===== src/hw/credit_pkg.sv =====
`default_nettype none
//~~~~~~~~~~~~~~~~~~~~~~~~~~~~~~~~~~~~~~~~~~~~~~~~~~~~~~~~~~
// Credit link definitions
// Word and port widths, credit and queue depths, and the
// last-grant state of the link arbiter, shared by every
// block of the two-port credit-flow link
//~~~~~~~~~~~~~~~~~~~~~~~~~~~~~~~~~~~~~~~~~~~~~~~~~~~~~~~~~~

package credit_pkg;

   //~~~~~~~~~~~~~~~~~~~~~~~~~~~~~~~~~~~~~~~~~~~~~~~~~~~~~~~~~~
   // Link geometry
   //~~~~~~~~~~~~~~~~~~~~~~~~~~~~~~~~~~~~~~~~~~~~~~~~~~~~~~~~~~
   localparam int DATA_W  = 16;
   localparam int N_PORTS = 2;
   localparam int PORT_W  = $clog2(N_PORTS);                // Port number carried on the link

   localparam logic [PORT_W-1:0] PORT_A = PORT_W'(0);
   localparam logic [PORT_W-1:0] PORT_B = PORT_W'(1);

   //~~~~~~~~~~~~~~~~~~~~~~~~~~~~~~~~~~~~~~~~~~~~~~~~~~~~~~~~~~
   // Credits and queues
   //~~~~~~~~~~~~~~~~~~~~~~~~~~~~~~~~~~~~~~~~~~~~~~~~~~~~~~~~~~
   localparam int MAX_CREDITS = 4;                         // Also the receive buffer depth
   localparam int CNT_W       = $clog2(MAX_CREDITS + 1);   // Holds 0 to MAX_CREDITS
   localparam int RX_PTR_W    = $clog2(MAX_CREDITS);

   localparam int SEND_DEPTH  = 2;
   localparam int SEND_PTR_W  = $clog2(SEND_DEPTH);
   localparam int SEND_CNT_W  = $clog2(SEND_DEPTH + 1);

   //~~~~~~~~~~~~~~~~~~~~~~~~~~~~~~~~~~~~~~~~~~~~~~~~~~~~~~~~~~
   // Arbiter state
   //~~~~~~~~~~~~~~~~~~~~~~~~~~~~~~~~~~~~~~~~~~~~~~~~~~~~~~~~~~
   typedef enum logic {
      grant_a,                                             // Port A won last
      grant_b                                              // Port B won last
   } grant_e;

endpackage

`default_nettype wire


===== src/hw/credit_manager.sv =====
`timescale 1ns/1ps
`default_nettype none
//~~~~~~~~~~~~~~~~~~~~~~~~~~~~~~~~~~~~~~~~~~~~~~~~~~~~~~~~~~
// Credit manager
// Counts credits issued to one sender against a software
// limit. Returns from the receive buffer free credits in
// the cycle they arrive. Over-use and over-return raise
// sticky error flags that software may mask
//~~~~~~~~~~~~~~~~~~~~~~~~~~~~~~~~~~~~~~~~~~~~~~~~~~~~~~~~~~

module credit_manager (
   input  logic                            clk,
   input  logic                            rst_n,
   input  logic                            sw_init,
   input  logic                            credit_used,
   input  logic                            credit_return,
   input  logic [credit_pkg::CNT_W-1:0]    credit_limit,
   input  logic                            dis_used,
   input  logic                            dis_return,
   output logic                            credit_available,
   output logic                            used_err,
   output logic                            return_err,
   output logic [credit_pkg::CNT_W-1:0]    credit_issued
);

   typedef logic [credit_pkg::CNT_W-1:0] cnt_t;
   typedef logic [credit_pkg::CNT_W:0]   sum_t;

   cnt_t issued_q;
   cnt_t issued_v;
   cnt_t issued_next;
   sum_t sum_v;
   logic used_err_v;
   logic return_err_v;

   //~~~~~~~~~~~~~~~~~~~~~~~~~~~~~~~~~~~~~~~~~~~~~~~~~~~~~~~~~~
   // Next issued count
   //~~~~~~~~~~~~~~~~~~~~~~~~~~~~~~~~~~~~~~~~~~~~~~~~~~~~~~~~~~
   always_comb begin
      return_err_v = 1'b0;
      issued_v     = issued_q;
      if (credit_return) begin
         if (issued_q == '0) begin
            return_err_v = 1'b1;                           // Nothing was out to give back
         end else begin
            issued_v = issued_q - cnt_t'(1);
         end
      end

      // The return of this cycle already counts toward availability
      credit_available = (credit_limit > issued_v);

      // A lowered limit flags even without a use in this cycle
      sum_v      = sum_t'(issued_v) + sum_t'(credit_used);
      used_err_v = (sum_v > sum_t'(credit_limit));

      if (used_err_v) begin
         issued_next = credit_limit;                       // Clamp at the limit
      end else begin
         issued_next = cnt_t'(sum_v);
      end
   end

   //~~~~~~~~~~~~~~~~~~~~~~~~~~~~~~~~~~~~~~~~~~~~~~~~~~~~~~~~~~
   // State and sticky status
   //~~~~~~~~~~~~~~~~~~~~~~~~~~~~~~~~~~~~~~~~~~~~~~~~~~~~~~~~~~
   always_ff @(posedge clk or negedge rst_n) begin
      if (!rst_n) begin
         issued_q   <= '0;
         used_err   <= 1'b0;
         return_err <= 1'b0;
      end else if (sw_init) begin
         issued_q   <= '0;                                 // Same as reset for this port only
         used_err   <= 1'b0;
         return_err <= 1'b0;
      end else begin
         issued_q   <= issued_next;
         used_err   <= !dis_used && (used_err || used_err_v);
         return_err <= !dis_return && (return_err || return_err_v);
      end
   end

   assign credit_issued = issued_q;

endmodule

`default_nettype wire


===== src/hw/credit_sender.sv =====
`timescale 1ns/1ps
`default_nettype none
//~~~~~~~~~~~~~~~~~~~~~~~~~~~~~~~~~~~~~~~~~~~~~~~~~~~~~~~~~~
// Credit-gated sender
// Small input FIFO for one port. The head word requests
// the shared link only while a credit is available and
// leaves the queue when the arbiter grants it
//~~~~~~~~~~~~~~~~~~~~~~~~~~~~~~~~~~~~~~~~~~~~~~~~~~~~~~~~~~

module credit_sender (
   input  logic                             clk,
   input  logic                             rst_n,
   input  logic                             in_valid,
   input  logic [credit_pkg::DATA_W-1:0]    in_data,
   output logic                             in_ready,
   input  logic                             credit_available,
   input  logic                             send_grant,
   output logic                             send_req,
   output logic [credit_pkg::DATA_W-1:0]    send_data
);

   typedef logic [credit_pkg::SEND_PTR_W-1:0] ptr_t;
   typedef logic [credit_pkg::SEND_CNT_W-1:0] cnt_t;

   logic [credit_pkg::DATA_W-1:0] mem [credit_pkg::SEND_DEPTH];

   ptr_t wr_ptr;
   ptr_t rd_ptr;
   cnt_t count;
   logic push;
   logic pop;

   assign in_ready  = (count != cnt_t'(credit_pkg::SEND_DEPTH));
   assign push      = in_valid && in_ready;
   assign pop       = send_grant;                          // Grant only follows a request

   assign send_req  = (count != '0) && credit_available;
   assign send_data = mem[rd_ptr];

   always_ff @(posedge clk) begin
      if (push) begin
         mem[wr_ptr] <= in_data;
      end
   end

   //~~~~~~~~~~~~~~~~~~~~~~~~~~~~~~~~~~~~~~~~~~~~~~~~~~~~~~~~~~
   // Pointers and fill level
   //~~~~~~~~~~~~~~~~~~~~~~~~~~~~~~~~~~~~~~~~~~~~~~~~~~~~~~~~~~
   always_ff @(posedge clk or negedge rst_n) begin
      if (!rst_n) begin
         wr_ptr <= '0;
         rd_ptr <= '0;
         count  <= '0;
      end else begin
         if (push) begin
            wr_ptr <= wr_ptr + ptr_t'(1);
         end
         if (pop) begin
            rd_ptr <= rd_ptr + ptr_t'(1);
         end
         case ({push, pop})
            2'b10:   count <= count + cnt_t'(1);
            2'b01:   count <= count - cnt_t'(1);
            default: count <= count;                       // Idle, or accept and send together
         endcase
      end
   end

endmodule

`default_nettype wire


===== src/hw/link_arbiter.sv =====
`timescale 1ns/1ps
`default_nettype none
//~~~~~~~~~~~~~~~~~~~~~~~~~~~~~~~~~~~~~~~~~~~~~~~~~~~~~~~~~~
// Link arbiter
// Round-robin grant of the shared link between the two
// senders. The winning word and its port number are
// registered onto the link, which has no ready
//~~~~~~~~~~~~~~~~~~~~~~~~~~~~~~~~~~~~~~~~~~~~~~~~~~~~~~~~~~

module link_arbiter (
   input  logic                             clk,
   input  logic                             rst_n,
   input  logic                             send_req_a,
   input  logic [credit_pkg::DATA_W-1:0]    send_data_a,
   input  logic                             send_req_b,
   input  logic [credit_pkg::DATA_W-1:0]    send_data_b,
   output logic                             send_grant_a,
   output logic                             send_grant_b,
   output logic                             link_valid,
   output logic [credit_pkg::PORT_W-1:0]    link_port,
   output logic [credit_pkg::DATA_W-1:0]    link_data
);

   logic [credit_pkg::N_PORTS-1:0] req;
   logic [credit_pkg::N_PORTS-1:0] grant;
   credit_pkg::grant_e             last_q;

   assign req = {send_req_b, send_req_a};

   always_comb begin
      grant = req;
      if (&req) begin
         grant = (last_q == credit_pkg::grant_a) ? 2'b10 : 2'b01;   // The other port wins a tie
      end
   end

   assign send_grant_a = grant[0];
   assign send_grant_b = grant[1];

   always_ff @(posedge clk or negedge rst_n) begin
      if (!rst_n) begin
         last_q     <= credit_pkg::grant_b;                // Port A wins the first tie
         link_valid <= 1'b0;
      end else begin
         link_valid <= |grant;
         if (|grant) begin
            last_q <= grant[1] ? credit_pkg::grant_b : credit_pkg::grant_a;
         end
      end
   end

   always_ff @(posedge clk) begin
      if (|grant) begin
         link_port <= grant[1] ? credit_pkg::PORT_B : credit_pkg::PORT_A;
         link_data <= grant[1] ? send_data_b : send_data_a;
      end
   end

endmodule

`default_nettype wire


===== src/hw/rx_buffer.sv =====
`timescale 1ns/1ps
`default_nettype none
//~~~~~~~~~~~~~~~~~~~~~~~~~~~~~~~~~~~~~~~~~~~~~~~~~~~~~~~~~~
// Receive buffer
// Queue of credit depth on the far side of the link for
// one port. Catches link words addressed to that port,
// drains them to a valid/ready output and hands back one
// credit for every word popped
//~~~~~~~~~~~~~~~~~~~~~~~~~~~~~~~~~~~~~~~~~~~~~~~~~~~~~~~~~~

module rx_buffer (
   input  logic                             clk,
   input  logic                             rst_n,
   input  logic [credit_pkg::PORT_W-1:0]    port_id,
   input  logic                             link_valid,
   input  logic [credit_pkg::PORT_W-1:0]    link_port,
   input  logic [credit_pkg::DATA_W-1:0]    link_data,
   output logic                             out_valid,
   output logic [credit_pkg::DATA_W-1:0]    out_data,
   input  logic                             out_ready,
   output logic                             credit_return
);

   typedef logic [credit_pkg::RX_PTR_W-1:0] ptr_t;
   typedef logic [credit_pkg::CNT_W-1:0]    cnt_t;

   logic [credit_pkg::DATA_W-1:0] mem [credit_pkg::MAX_CREDITS];

   ptr_t wr_ptr;
   ptr_t rd_ptr;
   cnt_t count;
   logic wr_en;
   logic pop;

   // The credit spent by the sender guarantees a free entry
   assign wr_en     = link_valid && (link_port == port_id);

   assign out_valid = (count != '0);
   assign out_data  = mem[rd_ptr];
   assign pop       = out_valid && out_ready;

   always_ff @(posedge clk) begin
      if (wr_en) begin
         mem[wr_ptr] <= link_data;
      end
   end

   //~~~~~~~~~~~~~~~~~~~~~~~~~~~~~~~~~~~~~~~~~~~~~~~~~~~~~~~~~~
   // Pointers, fill level and credit return
   //~~~~~~~~~~~~~~~~~~~~~~~~~~~~~~~~~~~~~~~~~~~~~~~~~~~~~~~~~~
   always_ff @(posedge clk or negedge rst_n) begin
      if (!rst_n) begin
         wr_ptr        <= '0;
         rd_ptr        <= '0;
         count         <= '0;
         credit_return <= 1'b0;
      end else begin
         if (wr_en) begin
            wr_ptr <= wr_ptr + ptr_t'(1);
         end
         if (pop) begin
            rd_ptr <= rd_ptr + ptr_t'(1);
         end
         case ({wr_en, pop})
            2'b10:   count <= count + cnt_t'(1);
            2'b01:   count <= count - cnt_t'(1);
            default: count <= count;
         endcase
         credit_return <= pop;                             // One credit back per word popped
      end
   end

endmodule

`default_nettype wire


===== src/hw/credit_link_top.sv =====
`timescale 1ns/1ps
`default_nettype none
//~~~~~~~~~~~~~~~~~~~~~~~~~~~~~~~~~~~~~~~~~~~~~~~~~~~~~~~~~~
// Two-port credit link
// Two credit-gated senders share one registered link
// through a round-robin arbiter. Each port has its own
// receive buffer and credit manager
//~~~~~~~~~~~~~~~~~~~~~~~~~~~~~~~~~~~~~~~~~~~~~~~~~~~~~~~~~~

module credit_link_top (
   input  logic                             clk,
   input  logic                             rst_n,
   // Port A
   input  logic                             in_a_valid,
   output logic                             in_a_ready,
   input  logic [credit_pkg::DATA_W-1:0]    in_a_data,
   output logic                             out_a_valid,
   input  logic                             out_a_ready,
   output logic [credit_pkg::DATA_W-1:0]    out_a_data,
   input  logic                             sw_init_a,
   input  logic                             dis_used_a,
   input  logic                             dis_return_a,
   input  logic [credit_pkg::CNT_W-1:0]     credit_limit_a,
   output logic                             used_err_a,
   output logic                             return_err_a,
   output logic [credit_pkg::CNT_W-1:0]     credit_issued_a,
   // Port B
   input  logic                             in_b_valid,
   output logic                             in_b_ready,
   input  logic [credit_pkg::DATA_W-1:0]    in_b_data,
   output logic                             out_b_valid,
   input  logic                             out_b_ready,
   output logic [credit_pkg::DATA_W-1:0]    out_b_data,
   input  logic                             sw_init_b,
   input  logic                             dis_used_b,
   input  logic                             dis_return_b,
   input  logic [credit_pkg::CNT_W-1:0]     credit_limit_b,
   output logic                             used_err_b,
   output logic                             return_err_b,
   output logic [credit_pkg::CNT_W-1:0]     credit_issued_b
);

   logic                          send_req_a;
   logic                          send_req_b;
   logic                          send_grant_a;
   logic                          send_grant_b;
   logic [credit_pkg::DATA_W-1:0] send_data_a;
   logic [credit_pkg::DATA_W-1:0] send_data_b;
   logic                          credit_available_a;
   logic                          credit_available_b;
   logic                          credit_return_a;
   logic                          credit_return_b;
   logic                          link_valid;
   logic [credit_pkg::PORT_W-1:0] link_port;
   logic [credit_pkg::DATA_W-1:0] link_data;

   //~~~~~~~~~~~~~~~~~~~~~~~~~~~~~~~~~~~~~~~~~~~~~~~~~~~~~~~~~~
   // Send side
   //~~~~~~~~~~~~~~~~~~~~~~~~~~~~~~~~~~~~~~~~~~~~~~~~~~~~~~~~~~
   credit_sender u_send_a (
      .clk(clk), .rst_n(rst_n),
      .in_valid(in_a_valid), .in_data(in_a_data), .in_ready(in_a_ready),
      .credit_available(credit_available_a), .send_grant(send_grant_a),
      .send_req(send_req_a), .send_data(send_data_a)
   );

   credit_sender u_send_b (
      .clk(clk), .rst_n(rst_n),
      .in_valid(in_b_valid), .in_data(in_b_data), .in_ready(in_b_ready),
      .credit_available(credit_available_b), .send_grant(send_grant_b),
      .send_req(send_req_b), .send_data(send_data_b)
   );

   // A grant is the use of one credit
   credit_manager u_cm_a (
      .clk(clk), .rst_n(rst_n), .sw_init(sw_init_a),
      .credit_used(send_grant_a), .credit_return(credit_return_a),
      .credit_limit(credit_limit_a), .dis_used(dis_used_a), .dis_return(dis_return_a),
      .credit_available(credit_available_a), .used_err(used_err_a),
      .return_err(return_err_a), .credit_issued(credit_issued_a)
   );

   credit_manager u_cm_b (
      .clk(clk), .rst_n(rst_n), .sw_init(sw_init_b),
      .credit_used(send_grant_b), .credit_return(credit_return_b),
      .credit_limit(credit_limit_b), .dis_used(dis_used_b), .dis_return(dis_return_b),
      .credit_available(credit_available_b), .used_err(used_err_b),
      .return_err(return_err_b), .credit_issued(credit_issued_b)
   );

   link_arbiter u_link_arbiter (
      .clk(clk), .rst_n(rst_n),
      .send_req_a(send_req_a), .send_data_a(send_data_a),
      .send_req_b(send_req_b), .send_data_b(send_data_b),
      .send_grant_a(send_grant_a), .send_grant_b(send_grant_b),
      .link_valid(link_valid), .link_port(link_port), .link_data(link_data)
   );

   //~~~~~~~~~~~~~~~~~~~~~~~~~~~~~~~~~~~~~~~~~~~~~~~~~~~~~~~~~~
   // Receive side
   //~~~~~~~~~~~~~~~~~~~~~~~~~~~~~~~~~~~~~~~~~~~~~~~~~~~~~~~~~~
   rx_buffer u_rx_a (
      .clk(clk), .rst_n(rst_n), .port_id(credit_pkg::PORT_A),
      .link_valid(link_valid), .link_port(link_port), .link_data(link_data),
      .out_valid(out_a_valid), .out_data(out_a_data), .out_ready(out_a_ready),
      .credit_return(credit_return_a)
   );

   rx_buffer u_rx_b (
      .clk(clk), .rst_n(rst_n), .port_id(credit_pkg::PORT_B),
      .link_valid(link_valid), .link_port(link_port), .link_data(link_data),
      .out_valid(out_b_valid), .out_data(out_b_data), .out_ready(out_b_ready),
      .credit_return(credit_return_b)
   );

endmodule

`default_nettype wire


===== config.mk =====
export PLATFORM = sky130hd
export DESIGN_NAME = credit_link_top
export DESIGN_NICKNAME = d
export VERILOG_FILES = /design/src/hw/credit_pkg.sv /design/src/hw/credit_manager.sv /design/src/hw/credit_sender.sv /design/src/hw/link_arbiter.sv /design/src/hw/rx_buffer.sv /design/src/hw/credit_link_top.sv
export SDC_FILE = /design/constraint.sdc
export NUM_CORES = 1
export LEC_CHECK = 0
export BUFFER_PORTS_ARGS = -buffer_cell sky130_fd_sc_hd__buf_4
export CAP_MARGIN = 20
export CORE_MARGIN = 2
export CORE_UTILIZATION = 55
export DETAILED_ROUTE_END_ITERATION = 8
export HOLD_SLACK_MARGIN = 0.03
export PLACE_DENSITY = 0.8
export SLEW_MARGIN = 20
export SYNTH_ARGS = -nofsm -noshare
export SYNTH_HDL_FRONTEND = slang
export SYNTH_HIERARCHICAL = 1
export SYNTH_SLANG_ARGS = --single-unit

===== constraint.sdc =====
create_clock -name clk -period 4.6 [get_ports clk]
set_clock_uncertainty 0.2 [all_clocks]
set_input_delay 0.46 -clock clk [delete_from_list [all_inputs] [get_ports clk]]
set_output_delay 0.46 -clock clk [all_outputs]
set_load 0.02 [all_outputs]

==> summary.md <==
| Metric | Value |
|---|---|
| Pleak | `4.73 nW` |
| Top FF cell, synth | `edfxtp_1` |
| FFs w/ async S/R, synth | `0.147` |
| Post-Syn Nets | `619` |
| Total grt overflow | `0` |
| Final nets | `772` |
| Final Hold Slack | `approximately 52 ps` |
| WHS Endpoint | `u_cm_b/credit_issued[2]` |
| Fillers | `around 1,200` |
| Final wirelength | `roughly 18 mm` |
| Syn_area_per_cell | `19.2 sq um` |
| CP arrival | `approximately 4600 ps` |
| Seq/Total Area, Yosys | `0.699` |
| Synth warn | `6` |
| CTS tree | `built` |
| Die area | `roughly 20,000 sq um` |
| Chip Width | `between 100 and 150 um` |
| Top Metal Used | `met4` |
| Met3 Wirelength | `762 um` |
| Std cell rows | `49` |
| Critical path startpoint category | `flop` |
| R2r endpoint | `u_cm_a/credit_issued[1]` |
| Wirelength per Cell | `around 19 um` |
| Worst hold path type | `primary input to flop` |
| IO Count | `96` |
| Via count | `5,103` |
| Syn Inst Count | `between 500 and 600` |
| Peak per-stage delay on the critical path | `410 ps` |
| First-pass GRT wire length | `28.3 mm` |
| GP Congestion | `between 0.8 and 0.9` |
| Critical path class | `flop to flop` |
| Fin crit period | `4390 ps` |
| Met2 WL | `9.20 mm` |
| Synth Register Bits | `245` |
| Pin count of the biggest net entering global routing | `37` |
| Metal1 wirelength | `7.61 mm` |
| Period utilization | `0.954` |
| GRT Overall Usage | `0.184` |
| Initial antenna violation count | `0` |
| Yosys cell types | `51` |
| Slew @ Worst Pin | `slightly below 1000 ps` |
| Max IR drop VDD | `0.000406 V` |
| Outcome | `completed` |
| Reg2Reg Depth | `20` |
| Max-slew violation count | `0` |
| Critical path's most frequent cell | `ha_1` |
| Hold Crit Depth | `3` |
| Later-pin clock latency in the skew report | `510 ps` |
| PD cells | `732 nW/um^2` |
| Die Span Y | `141 um` |
| CP endpoint kind | `flop` |
| Starting Density | `0.566` |
| Max Buffers Root-to-Sink | `3` |
| Htree depth | `1` |
| Clk Tree Root Cell | `clkbuf_16` |
| Final Power | `9.01 mW` |
| Cell Area, Synth | `10,300 sq um` |
| Core ar. | `18,100 sq um` |
| WP data required | `4830 ps` |
| Final core utilization | `0.679` |
| Hold Vio Cnt, Final | `0` |
| DP HPWL | `~12 mm` |
| Vias per cell | `about 5.5` |
| Residual DRC | `0` |
| CP cell instances | `inv_1 > ha_1 > nand2b_4 > a21o_2 > nand2_1 > inv_1 > ha_1 > a21o_1 > a21oi_1 > a31oi_1 > o21a_1 > a21boi_1 > ha_1 > ha_1 > ha_1 > nor2b_1 > o21ai_0 > a32oi_2 > or3b_1 > a21oi_2` |
| Syn-to-layout area delta | `19.9%` |
| Reg-to-reg setup timing slack | `210 ps` |
| Drt first pass iters | `4` |
| CTS Buf Count | `25` |
| Hold wc startpoint | `credit_limit_b[2]` |
| DRT iter0 DRCs | `between 200 and 300` |
| Worst R2R Start | `u_cm_a/credit_issued[0]` |
| Diode count | `0` |
| Sink Count | `245` |
| PortBufs | `95` |
| Vias in the first global route | `5,459` |
| Achievable frequency | `228 MHz` |
| Slew Limit Headroom | `0.352` |
| Share of cells above drive strength 1 | `0.304` |
| Max_cap viols | `0` |
| Routed Antenna Nets | `0` |
| Slowest CP cell | `or3b_1` |
| # setup viols final | `0` |
| Clock Pin Slew Worst Setup and Hold Paths | `60 ps` |
| CP max FO | `7` |
| Post-synth EDFFs | `209` |
[metal layers]
metal  track usage  vias up
li1              -     2366
met1         0.239     2586
met2         0.328      126
met3        0.0299       25
met4        0.0421        0
met5             0        -
[synthesized netlist by cell type, types with 2 or more instances]
cell / number / area [sq um]
buf_12: 5 / 100
nor3_1: 6 / 30.0
o31a_1: 2 / 17.5
nand2_1: 12 / 45.0
conb_1: 2 / 7.51
a31oi_1: 4 / 25.0
edfxtp_1: 209 / 6280
ha_1: 32 / 400
a21oi_1: 5 / 25.0
mux4_1: 16 / 420
and2_1: 2 / 12.5
xor2_1: 10 / 87.6
buf_2: 4 / 20.0
mux2_4: 27 / 405
o21a_1: 2 / 15.0
buf_6: 4 / 45.0
nor2b_1: 2 / 12.5
o21ai_0: 7 / 35.0
a21o_1: 2 / 15.0
or3_1: 3 / 18.8
xnor2_1: 18 / 158
nand3_1: 2 / 10.0
fa_1: 2 / 40.0
dfrtp_1: 35 / 876
mux4_2: 16 / 360
nand2b_4: 4 / 55.1
and3_1: 10 / 62.6
inv_1: 35 / 131
mux2_2: 21 / 236
nor2_1: 11 / 41.3
a32oi_1: 2 / 17.5
mux2i_1: 4 / 40.0
[where the power goes]
part / switching (mW) / internal (mW)
sequential: 0.592 / 3.38
clock: 0.781 / 1.10
combinational: 1.57 / 1.58
total: 2.95 / 6.06
[layout make-up]
class	instances	area, sq um	share of cell area
timing repair buffer	139	1150	0.0931
inverter	35	131	0.0107
clock buffer	29	641	0.0520
tap	229	287	0.0233
multi-input combinational	242	2800	0.228
sequential	245	7180	0.583
clock inverter	15	126	0.0103
[timing repair]
item | in CTS | in global routing
buffers inserted | 0 | 0
endpoints found under the setup margin | 0 | 3
resized for setup | 0 | 2
endpoints found under the hold margin | 106 | 0
hold buffers | 41 | 0
[placed cells by master, fill, tap and decap left out, types with 3 or more instances in the layout]
cell type,n
clkinv_2,4
nor2_1,10
clkbuf_1,4
mux4_1,16
mux2i_1,4
buf_4,98
clkbuf_16,25
mux2_4,27
dlygate4sd3_1,41
clkinv_1,6
xor2_1,10
a31oi_1,4
nor3_1,6
nand2_1,12
mux4_2,16
ha_1,32
a21oi_1,5
inv_1,35
nand2b_4,4
o21ai_0,7
and3_1,10
or3_1,3
edfxtp_1,209
mux2_2,21
xnor2_1,18
dfrtp_1,35
[kinds of logic (layout without fill, tap and decap cells)]
family,Yosys count,count (layout),share of synthesized area
adders and majority gates,34,34,0.0429
other,2,2,0.000731
and+or+nand+nor,60,60,0.0355
muxes,86,86,0.146
AOI/OAI and AO/OA,32,32,0.0232
buffers and inverters,48,218,0.0289
xor gates and xnor gates,28,28,0.0239
DFF,245,245,0.699
[worst max path at each step]
stage | start | to | slack, ps | cells past startpoint
6_report | u_cm_a/credit_issued[0] | u_cm_a/credit_issued[1] | 210 | 20
5_1_grt | u_cm_a/credit_issued[1] | u_cm_a/credit_issued[1] | -50 | 20
4_1_cts | u_cm_a/credit_issued[0] | u_cm_a/credit_issued[1] | 250 | 20
3_5_place_dp | u_cm_a/credit_issued[0] | u_cm_a/credit_issued[1] | 290 | 20
3_3_place_gp | u_cm_a/credit_issued[0] | u_cm_a/credit_issued[1] | 450 | 20
2_1_floorplan | u_cm_a/credit_issued[0] | u_cm_a/credit_issued[1] | 370 | 20
[through the flow]
stage                     area (sq um)  std cells  setup slack [ps]  TNS [ps]
final                            12300        934               212         0
after CTS                        12300        934               250         0
after detailed placement         11100        849               287         0
after floorplan                  10300        535               375         0
after global placement           11100        849               449         0
after global routing             12300        934             -50.0     -95.8
[critical path, delay by kind of cell (launching register included)]
kind	cells	cell delay (ps)
AOI/OAI and AO/OA	9	1530
adders and majority gates	5	1320
and+or+nand+nor	4	720
DFF	1	400
buffers and inverters	2	160
[flip-flops by register name, indices dropped and copies added (netlist names), 2 cells and up]
register                  cells
u_rx_b/mem                   64
u_send_a/mem                 32
u_cm_a/credit_issued          3
u_cm_b/credit_issued          3
u_rx_a/count                  3
u_rx_a/wr_ptr                 2
u_rx_a/mem                   64
u_rx_b/rd_ptr                 2
u_rx_b/count                  3
u_send_b/count                2
u_rx_a/rd_ptr                 2
u_link_arbiter/link_data     16
u_send_a/count                2
u_send_b/mem                 32
u_rx_b/wr_ptr                 2
(Power assumes the default switching activity.)
